`src/common/frontend_pkg.sv`:
```
package frontend_pkg;

    //////////////////////////////////////////////////////////////////////
    // Constants
    //////////////////////////////////////////////////////////////////////

    // First fetch address out of reset
    localparam logic [31:0] RESET_PC = 32'h1c00_0000;

    // BTB geometry, index taken from PC[6:3]
    localparam int BTB_ENTRIES = 16;
    localparam int BTB_IDX_W   = $clog2(BTB_ENTRIES);
    localparam int BTB_TAG_W   = 32 - 2 - BTB_IDX_W;

    // Exception codes, bit 7 flags a live exception
    localparam logic [7:0] ECODE_EXC  = 8'h80;
    localparam logic [7:0] ECODE_ADEF = 8'h08;

    //////////////////////////////////////////////////////////////////////
    // Enums
    //////////////////////////////////////////////////////////////////////

    typedef enum logic [1:0] {
        BR_NONE = 2'd0,
        BR_B    = 2'd1,
        BR_BL   = 2'd2
    } brtype_e;

    // Major opcode, instruction bits 31..26
    typedef enum logic [5:0] {
        OP_B  = 6'h14,
        OP_BL = 6'h15
    } op_e;

    //////////////////////////////////////////////////////////////////////
    // Structs
    //////////////////////////////////////////////////////////////////////

    // Per-slot prediction, 34 bits
    typedef struct packed {
        brtype_e     brtype;
        logic [31:0] npc;
    } pred_t;

    // IF1 output toward the IF1/IF2 register
    typedef struct packed {
        logic [31:0] pc1;
        logic [31:0] pc2;
        pred_t       pred1;
        pred_t       pred2;
        logic [7:0]  ecode;
    } if_pair_t;

    typedef struct packed {
        logic        valid;
        logic [31:0] target;
    } redirect_t;

    typedef struct packed {
        logic        valid;
        logic [31:0] pc;
        logic [31:0] target;
        brtype_e     brtype;
    } btb_upd_t;

    // Bundle handed to decode
    typedef struct packed {
        logic [31:0] pc1;
        logic [31:0] pc2;
        logic [31:0] inst1;
        logic [31:0] inst2;
        logic [1:0]  slot_valid;
        pred_t       pred1;
        pred_t       pred2;
        logic [7:0]  ecode;
    } fetch_bundle_t;

endpackage

```
`src/btb/btb.sv`:
```
`timescale 1ns/1ps

module btb import frontend_pkg::*; (
    input  logic        clk,
    input  logic        rstn,
    input  logic [31:0] i_pc,
    input  btb_upd_t    i_upd,
    output pred_t       o_pred1,
    output pred_t       o_pred2
);

    typedef struct packed {
        logic [BTB_TAG_W-1:0] tag;
        logic [31:0]          target;
        brtype_e              brtype;
    } btb_entry_t;

    btb_entry_t                 entry_q [BTB_ENTRIES];
    logic [BTB_ENTRIES-1:0]     valid_q;
    logic [BTB_IDX_W-1:0]       upd_idx;

    // Word bit 2 stays in the tag so both slots of a pair can be told apart
    function automatic logic [BTB_TAG_W-1:0] tag_of(input logic [31:0] pc);
        tag_of = {pc[31:3+BTB_IDX_W], pc[2]};
    endfunction

    function automatic logic [BTB_IDX_W-1:0] idx_of(input logic [31:0] pc);
        idx_of = pc[2+BTB_IDX_W:3];
    endfunction

    // Miss falls through to the next word
    function automatic pred_t lookup(input logic [31:0] pc);
        logic [BTB_IDX_W-1:0] idx;
        pred_t                p;
        idx      = idx_of(pc);
        p.brtype = BR_NONE;
        p.npc    = pc + 32'd4;
        if (valid_q[idx] && (entry_q[idx].tag == tag_of(pc))) begin
            p.brtype = entry_q[idx].brtype;
            p.npc    = entry_q[idx].target;
        end
        return p;
    endfunction

    always_comb begin
        o_pred1 = lookup(i_pc);
        o_pred2 = lookup(i_pc + 32'd4);
    end

    assign upd_idx = idx_of(i_upd.pc);

    ////////////////////////////////////////////////////////////////////////
    // Update from IF2, a BR_NONE write clears the entry
    ////////////////////////////////////////////////////////////////////////

    always_ff @(posedge clk) begin
        if (!rstn) begin
            valid_q <= '0;
        end else if (i_upd.valid) begin
            valid_q[upd_idx] <= (i_upd.brtype != BR_NONE);
        end
    end

    always_ff @(posedge clk) begin
        if (i_upd.valid) begin
            entry_q[upd_idx].tag    <= tag_of(i_upd.pc);
            entry_q[upd_idx].target <= i_upd.target;
            entry_q[upd_idx].brtype <= i_upd.brtype;
        end
    end

endmodule

```
`src/rtl/fetch_frontend.sv`:
```
`timescale 1ns/1ps

module fetch_frontend import frontend_pkg::*; (
    input  logic          clk,
    input  logic          rstn,

    // Back-end redirect
    input  redirect_t     i_redirect,

    // Instruction memory
    output logic [31:0]   o_imem_addr,
    output logic          o_imem_req,
    input  logic [63:0]   i_imem_rdata,
    input  logic          i_imem_stall,

    // Toward decode
    output fetch_bundle_t o_fetch,
    output logic          o_fetch_valid,
    input  logic          i_fetch_ready
);

    pred_t         btb_pred1;
    pred_t         btb_pred2;
    if_pair_t      if1_pair;
    if_pair_t      if2_pair;
    logic [1:0]    if2_valid;
    logic          if2_adef;
    logic          pair_valid;
    redirect_t     correct;
    btb_upd_t      btb_upd;
    fetch_bundle_t bundle;
    logic          bundle_valid;
    logic          out_ready;
    logic          stall;

    ////////////////////////////////////////////////////////////////////////
    // Stall and flush
    ////////////////////////////////////////////////////////////////////////

    // Memory stall or full output buffer
    assign stall = i_imem_stall | ~out_ready;

    // A predecoder correction drops the IF1 pair inside pc_gen,
    // the IF1/IF2 register itself flushes on back-end redirects
    assign pair_valid = o_imem_req | if1_pair.ecode[7];

    pc_gen u_pc_gen (
        .clk         (clk),
        .rstn        (rstn),
        .i_redirect  (i_redirect),
        .i_correct   (correct),
        .i_stall     (stall),
        .i_btb_pred1 (btb_pred1),
        .i_btb_pred2 (btb_pred2),
        .o_pc        (o_imem_addr),
        .o_req       (o_imem_req),
        .o_pair      (if1_pair)
    );

    btb u_btb (
        .clk     (clk),
        .rstn    (rstn),
        .i_pc    (o_imem_addr),
        .i_upd   (btb_upd),
        .o_pred1 (btb_pred1),
        .o_pred2 (btb_pred2)
    );

    if1_if2 u_if1_if2 (
        .clk         (clk),
        .rstn        (rstn),
        .i_pair      (if1_pair),
        .i_is_valid  (pair_valid),
        .i_flush     (i_redirect.valid),
        .i_stall     (stall),
        .o_pair      (if2_pair),
        .o_is_valid  (if2_valid),
        .o_sign_adef (if2_adef)
    );

    predecoder u_predecoder (
        .i_pair         (if2_pair),
        .i_is_valid     (if2_valid),
        .i_sign_adef    (if2_adef),
        .i_inst         (i_imem_rdata),
        .o_correct      (correct),
        .o_btb_upd      (btb_upd),
        .o_bundle       (bundle),
        .o_bundle_valid (bundle_valid)
    );

    fetch_out_reg u_fetch_out_reg (
        .clk      (clk),
        .rstn     (rstn),
        .i_bundle (bundle),
        .i_valid  (bundle_valid),
        .i_flush  (i_redirect.valid),
        .o_ready  (out_ready),
        .o_bundle (o_fetch),
        .o_valid  (o_fetch_valid),
        .i_ready  (i_fetch_ready)
    );

endmodule

```
`src/rtl/fetch_out_reg.sv`:
```
`timescale 1ns/1ps

module fetch_out_reg import frontend_pkg::*; (
    input  logic          clk,
    input  logic          rstn,
    input  fetch_bundle_t i_bundle,
    input  logic          i_valid,
    input  logic          i_flush,
    output logic          o_ready,
    output fetch_bundle_t o_bundle,
    output logic          o_valid,
    input  logic          i_ready
);

    logic load;

    // Room when empty or draining this cycle
    assign o_ready = ~o_valid | i_ready;
    assign load    = i_valid & o_ready;

    always_ff @(posedge clk) begin
        if (!rstn) begin
            o_valid <= 1'b0;
        end else if (i_flush) begin
            o_valid <= 1'b0;
        end else if (load) begin
            o_valid <= 1'b1;
        end else if (i_ready) begin
            o_valid <= 1'b0;
        end
    end

    always_ff @(posedge clk) begin
        if (load) begin
            o_bundle <= i_bundle;
        end
    end

    // Held bundle must not change under back-pressure
    a_hold_stable: assert property (@(posedge clk) disable iff (!rstn)
        (o_valid && !i_ready && !i_flush) |=> (o_valid && $stable(o_bundle)));

endmodule

```
`src/rtl/if1_if2.sv`:
```
`timescale 1ns/1ps

module if1_if2 import frontend_pkg::*; (
    input  logic       clk,
    input  logic       rstn,

    // From IF1
    input  if_pair_t   i_pair,
    input  logic       i_is_valid,

    // Pipeline control
    input  logic       i_flush,
    input  logic       i_stall,

    // Toward IF2
    output if_pair_t   o_pair,
    output logic [1:0] o_is_valid,
    output logic       o_sign_adef
);

    logic [1:0] valid_q;

    ////////////////////////////////////////////////////////////////////////
    // Slot valid bits
    ////////////////////////////////////////////////////////////////////////

    // Flush beats stall
    always_ff @(posedge clk) begin
        if (!rstn) begin
            valid_q <= 2'b00;
        end else if (i_flush) begin
            valid_q <= 2'b00;
        end else if (!i_stall) begin
            valid_q <= {2{i_is_valid}};
        end
    end

    // IF2 sees nothing while held or being flushed
    assign o_is_valid = valid_q & {2{~i_flush}} & {2{~i_stall}};

    ////////////////////////////////////////////////////////////////////////
    // Payload
    ////////////////////////////////////////////////////////////////////////

    always_ff @(posedge clk) begin
        if (!i_stall) begin
            o_pair <= i_pair;
        end
    end

    // Any live slot carrying an exception code
    assign o_sign_adef = (|valid_q) & o_pair.ecode[7];

    // IF1 never offers a pair in the same cycle as a back-end flush
    a_no_valid_on_flush: assert property (@(posedge clk) disable iff (!rstn)
        i_flush |-> !i_is_valid);

endmodule

```
`src/rtl/pc_gen.sv`:
```
`timescale 1ns/1ps

module pc_gen import frontend_pkg::*; (
    input  logic        clk,
    input  logic        rstn,
    input  redirect_t   i_redirect,
    input  redirect_t   i_correct,
    input  logic        i_stall,
    input  pred_t       i_btb_pred1,
    input  pred_t       i_btb_pred2,
    output logic [31:0] o_pc,
    output logic        o_req,
    output if_pair_t    o_pair
);

    typedef enum logic {
        ST_FETCH,
        ST_HALT_ADEF
    } state_e;

    logic [31:0] pc_q;
    logic [31:0] pc_d;
    state_e      state_q;
    state_e      state_d;
    logic        run_q;
    logic        adef_done_q;
    logic        adef_done_d;
    logic        adef_issue;
    logic        pred_taken;

    assign pred_taken = (i_btb_pred1.brtype != BR_NONE);

    // One ADEF pair is sent per misaligned redirect
    assign adef_issue = (state_q == ST_HALT_ADEF) & ~adef_done_q & ~i_redirect.valid;

    // No request while the current PC is being replaced or held
    assign o_req = run_q & (state_q == ST_FETCH) & ~i_redirect.valid
                 & ~i_correct.valid & ~i_stall;

    always_comb begin
        pc_d        = pc_q;
        state_d     = state_q;
        adef_done_d = adef_done_q;
        if (i_redirect.valid) begin
            pc_d        = i_redirect.target;
            state_d     = (i_redirect.target[1:0] == 2'b00) ? ST_FETCH : ST_HALT_ADEF;
            adef_done_d = 1'b0;
        end else if (i_correct.valid) begin
            pc_d = i_correct.target;
        end else if (i_stall || !run_q) begin
            pc_d = pc_q;
        end else if (state_q == ST_FETCH) begin
            pc_d = pred_taken ? i_btb_pred1.npc : pc_q + 32'd8;
        end else begin
            adef_done_d = 1'b1;
        end
    end

    always_ff @(posedge clk) begin
        if (!rstn) begin
            pc_q        <= RESET_PC;
            state_q     <= ST_FETCH;
            run_q       <= 1'b0;
            adef_done_q <= 1'b0;
        end else begin
            pc_q        <= pc_d;
            state_q     <= state_d;
            run_q       <= 1'b1;
            adef_done_q <= adef_done_d;
        end
    end

    assign o_pc         = pc_q;
    assign o_pair.pc1   = pc_q;
    assign o_pair.pc2   = pc_q + 32'd4;
    assign o_pair.pred1 = i_btb_pred1;
    assign o_pair.pred2 = i_btb_pred2;
    assign o_pair.ecode = adef_issue ? (ECODE_EXC | ECODE_ADEF) : 8'h00;

    // Misaligned targets only ever reach the halt state
    a_req_aligned: assert property (@(posedge clk) disable iff (!rstn)
        o_req |-> (o_pc[1:0] == 2'b00));

endmodule

```
`src/rtl/predecoder.sv`:
```
`timescale 1ns/1ps

module predecoder import frontend_pkg::*; (
    input  if_pair_t      i_pair,
    input  logic [1:0]    i_is_valid,
    input  logic          i_sign_adef,
    input  logic [63:0]   i_inst,
    output redirect_t     o_correct,
    output btb_upd_t      o_btb_upd,
    output fetch_bundle_t o_bundle,
    output logic          o_bundle_valid
);

    logic [31:0] inst1;
    logic [31:0] inst2;
    brtype_e     type1;
    brtype_e     type2;
    logic [31:0] tgt1;
    logic [31:0] tgt2;
    logic        v1;
    logic        v2;
    logic        br1;
    logic        br2;
    logic        pred_taken1;
    logic        bad1;
    logic        bad2;
    logic [31:0] pred_npc;
    logic [31:0] real_npc;

    function automatic brtype_e br_type(input logic [31:0] inst);
        op_e op;
        op = op_e'(inst[31:26]);
        case (op)
            OP_B:    br_type = BR_B;
            OP_BL:   br_type = BR_BL;
            default: br_type = BR_NONE;
        endcase
    endfunction

    // offs26 = {inst[9:0], inst[25:10]}, scaled by four
    function automatic logic [31:0] br_target(input logic [31:0] pc, input logic [31:0] inst);
        logic [25:0] offs;
        offs = {inst[9:0], inst[25:10]};
        br_target = pc + {{4{offs[25]}}, offs, 2'b00};
    endfunction

    assign inst1 = i_inst[31:0];
    assign inst2 = i_inst[63:32];
    assign type1 = br_type(inst1);
    assign type2 = br_type(inst2);
    assign tgt1  = br_target(i_pair.pc1, inst1);
    assign tgt2  = br_target(i_pair.pc2, inst2);

    // Direct branches are always taken, so slot 2 dies behind one
    assign v1  = i_is_valid[0] & ~i_sign_adef;
    assign br1 = v1 & (type1 != BR_NONE);
    assign v2  = i_is_valid[1] & ~i_sign_adef & ~br1;
    assign br2 = v2 & (type2 != BR_NONE);

    ////////////////////////////////////////////////////////////////////////
    // Prediction check
    ////////////////////////////////////////////////////////////////////////

    // IF1 only follows slot 1
    assign pred_taken1 = (i_pair.pred1.brtype != BR_NONE);
    assign pred_npc    = pred_taken1 ? i_pair.pred1.npc : i_pair.pc1 + 32'd8;
    assign real_npc    = br1 ? tgt1 : (br2 ? tgt2 : i_pair.pc1 + 32'd8);

    assign bad1 = br1 ? ((i_pair.pred1.brtype != type1) || (i_pair.pred1.npc != tgt1))
                      : (v1 & pred_taken1);
    assign bad2 = br2 & ((i_pair.pred2.brtype != type2) || (i_pair.pred2.npc != tgt2));

    assign o_correct.valid  = v1 & ((real_npc != pred_npc) | bad1);
    assign o_correct.target = real_npc;

    // Slot 1 fix first, slot 2 trained when slot 1 is clean
    always_comb begin
        o_btb_upd.valid  = bad1 | bad2;
        o_btb_upd.pc     = bad1 ? i_pair.pc1 : i_pair.pc2;
        o_btb_upd.target = bad1 ? tgt1 : tgt2;
        o_btb_upd.brtype = bad1 ? type1 : type2;
    end

    ////////////////////////////////////////////////////////////////////////
    // Bundle toward the output register
    ////////////////////////////////////////////////////////////////////////

    always_comb begin
        o_bundle.pc1        = i_pair.pc1;
        o_bundle.pc2        = i_pair.pc2;
        o_bundle.inst1      = inst1;
        o_bundle.inst2      = inst2;
        o_bundle.slot_valid = {v2, v1};
        o_bundle.pred1      = i_pair.pred1;
        o_bundle.pred2      = i_pair.pred2;
        o_bundle.ecode      = i_pair.ecode;
    end

    // ADEF pairs still go out, with no live slots
    assign o_bundle_valid = |i_is_valid;

endmodule

```
`config.mk`:
```
export PLATFORM = sky130hd
export DESIGN_NAME = fetch_frontend
export DESIGN_NICKNAME = d
export VERILOG_FILES = /design/src/common/frontend_pkg.sv /design/src/btb/btb.sv /design/src/rtl/fetch_frontend.sv /design/src/rtl/fetch_out_reg.sv /design/src/rtl/if1_if2.sv /design/src/rtl/pc_gen.sv /design/src/rtl/predecoder.sv
export SDC_FILE = /design/constraint.sdc
export NUM_CORES = 2
export LEC_CHECK = 0
export BUFFER_PORTS_ARGS = -buffer_cell sky130_fd_sc_hd__buf_2
export CORE_ASPECT_RATIO = 0.7
export CORE_MARGIN = 2
export CORE_UTILIZATION = 30
export CTS_CLUSTER_DIAMETER = 60
export DETAILED_ROUTE_END_ITERATION = 10
export PLACE_DENSITY = 0.44
export REMOVE_ABC_BUFFERS = 1
export SLEW_MARGIN = 20
export SYNTH_ARGS = -nofsm -noshare
export SYNTH_HDL_FRONTEND = slang
export SYNTH_HIERARCHICAL = 1
export SYNTH_SLANG_ARGS = --single-unit
```
`constraint.sdc`:
```
create_clock -name clk -period 27.4 [get_ports clk]
set_input_delay 1.37 -clock clk [delete_from_list [all_inputs] [get_ports clk]]
set_output_delay 1.37 -clock clk [all_outputs]
set_load 0.03 [all_outputs]
```
==> flow_metrics.tcl <==
set metrics [dict create \
    detail-route-antenna-nets 0 \
    placementRows 150 \
    cts_made_buffers 163 \
    area_growth_pct 12.0 \
    fmax_mhz 101 \
    crit_top_cell "buf_2" \
    antenna_found_initial 21 \
    hpwl_um 203000 \
    critPathTopFamily "simple AND/OR/NAND/NOR gates" \
    drt_iter0_drc 6567 \
    wl_um 295000 \
    htreeDepth 4 \
    vias_per_cell 5.77 \
    slew_headroom_pct 21.6 \
    regArea_um2 40300 \
    synth_warnings 6 \
    cts.sinks 1359 \
    criticalPathCategory "primary input to output pin" \
    insertion_delay_ns 0.86 \
    io_buffer_count 340 \
    whs_ns 0.418 \
    grt_max_degree 100 \
    crit_chain "buf_2 -> nand2b_4 -> nand2b_1 -> nor3b_1 -> nand3b_1 -> nor2_2 -> nand2_1 -> a21oi_1 -> a211oi_1 -> a2111oi_0 -> nand3_1 -> nor4b_1 -> o2111ai_1 -> nor4_1 -> a41oi_4 -> or2_0 -> nor2_1 -> buf_2" \
    firstDrtPassIters 7 \
    hold_class "flop to flop" \
    crit_fanout 18 \
    status "finished, final reports clean" \
    nets 5036 \
    wire_per_inst_um 36.1 \
    postSynthCellCount 4810 \
    setup_tns_ns 0 \
    io_pins 341 \
    fp.dieW_um 588 \
    dieArea_um2 243000 \
    vias 47200 \
    r2r_slack_ns 19.21 \
    grt_pass1_wl_um 397000 \
    track_usage_pct 23.7 \
    drive_gt1_share_pct 28.5 \
    max_stage_delay_ns 0.95 \
    dp_slack_ns 17.86 \
    cts_setup_buffers 0 \
    remaining_drc_errors 0 \
    fin_crit_ns 9.91 \
    tritoncts "done" \
    fillers 23200 \
    report.final.hold_viol_count 0 \
    avgSynthCellArea_um2 14.9 \
    gp_congestion 0.930 \
    cp.required_ns 26.03 \
    clockBufferDepth 4 \
    clk_pin_slew_worst_paths_ns 0.06 \
    worst_pin_slew_ns 1.18 \
    grt_pass1_vias 44800 \
    p_leak_nw 26.3 \
    setup_viol 0 \
    ir_worst_vdd_mv 0.0444 \
    grt-ovfl-total 0 \
    setup_ws_ns 17.49 \
    start_util_pct 30.1 \
    crit_path_end_kind "output pin" \
    drv_cap 0 \
    cts_hold_buf 0 \
    fin_worst_skew_ns 0.0854 \
    finalCritPeriodShare_pct 36.2 \
    cp-start-kind "primary input" \
    multiInputGateArea_um2 27800 \
    cts_resized 0 \
    clockRootBuffer "clkbuf_16" \
    crit_path_top_delay_cell "nor3b_1" \
    arrival_ns 8.54 \
    slew_violations 0 \
    core_um2 238000 \
    synth_area_um2 71600 \
    power-per-cell-area_nw_per_um2 67.7 \
    rsz0062_at_grt "false" \
    die_h_um 413 \
    worst-path-buf-inv 2 \
]
final cells by class:
class	count	area share, %
diodes	8	0.0250
clock buffers	213	5.46
clock inverters	67	0.749
inverters	45	0.223
multi-input cells	2808	34.7
flip-flops and latches	1359	50.2
well taps	3192	4.98
repair buffers	493	3.63
placed cells by master (no fill, tap or decap), types with 73 or more instances in the layout:
cell       instances
nand2_1          363
nand3_1          108
mux4_2           550
xor2_1           117
o21ai_0          177
xnor2_1          187
buf_4            148
buf_2            340
a21oi_1          159
nand4_1           92
edfxtp_1        1306
nor2_1           154
mux2i_1           73
clkbuf_16        166
layer usage:
layer	GRT usage [%]	vias up	share of wire, %
li1	-	18900	-
met1	35.8	25200	45
met2	33.9	2742	42
met3	5.36	376	9.7
met4	6.56	4	3.1
met5	0	-	0.0047
worst reg2reg max path: stages, from the launching register on:
cell and delay, ns:
edfxtp_1 0.64, inv_1 0.31, fa_1 0.52, nand2b_1 0.19, a21o_1 0.23, a211o_1 0.35
nand3_1 0.16, a41oi_2 0.14, xnor2_1 0.56, xor2_1 0.15, nor4_1 0.30, o2111ai_1 0.23
o31ai_4 0.21, buf_4 0.46, mux2i_1 0.82, nand3_1 0.50, nor2_4 0.98, buf_4 0.93
state kept, by name (all words and copies together) (netlist names), 16 cells and up:
signal and flops:
u_btb/entry_q 960, u_btb/valid_q 16, u_fetch_out_reg/o_bundle 206, u_if1_if2/o_pair 140
u_pc_gen/o_pc 32
worst paths after layout:
check                                                startpoint                                    end  cells past startpoint
worst max-delay path                              i_fetch_ready                             o_imem_req                     18
worst min register to register    u_if1_if2/o_pair[6]$_DFFE_PN_  u_fetch_out_reg/o_bundle[6]$_DFFE_PP_                      0
worst max register to register  u_if1_if2/o_pair[111]$_DFFE_PN_         u_btb/entry_q[7][50]$_DFFE_PP_                     17
worst min-delay path              u_if1_if2/o_pair[6]$_DFFE_PN_  u_fetch_out_reg/o_bundle[6]$_DFFE_PP_                      0
power by group:
group	switching, mW	internal [mW]
Combinational	0.613	0.308
Sequential	0.0556	2.35
Clock	0.899	1.20
Total	1.57	3.87
through the flow:
stage	power [mW]	utilization, %	area [um2]	std cells
final	5.43	33.7	80200	8185
after global routing	5.59	33.7	80200	8178
after CTS	5.46	33.7	80200	8177
after detailed placement	3.35	31.6	75200	7897
after global placement	3.36	31.6	75200	7897
after floorplan	3.06	-	68000	4212
No activity file was read; power rests on OpenSTA's default activity.
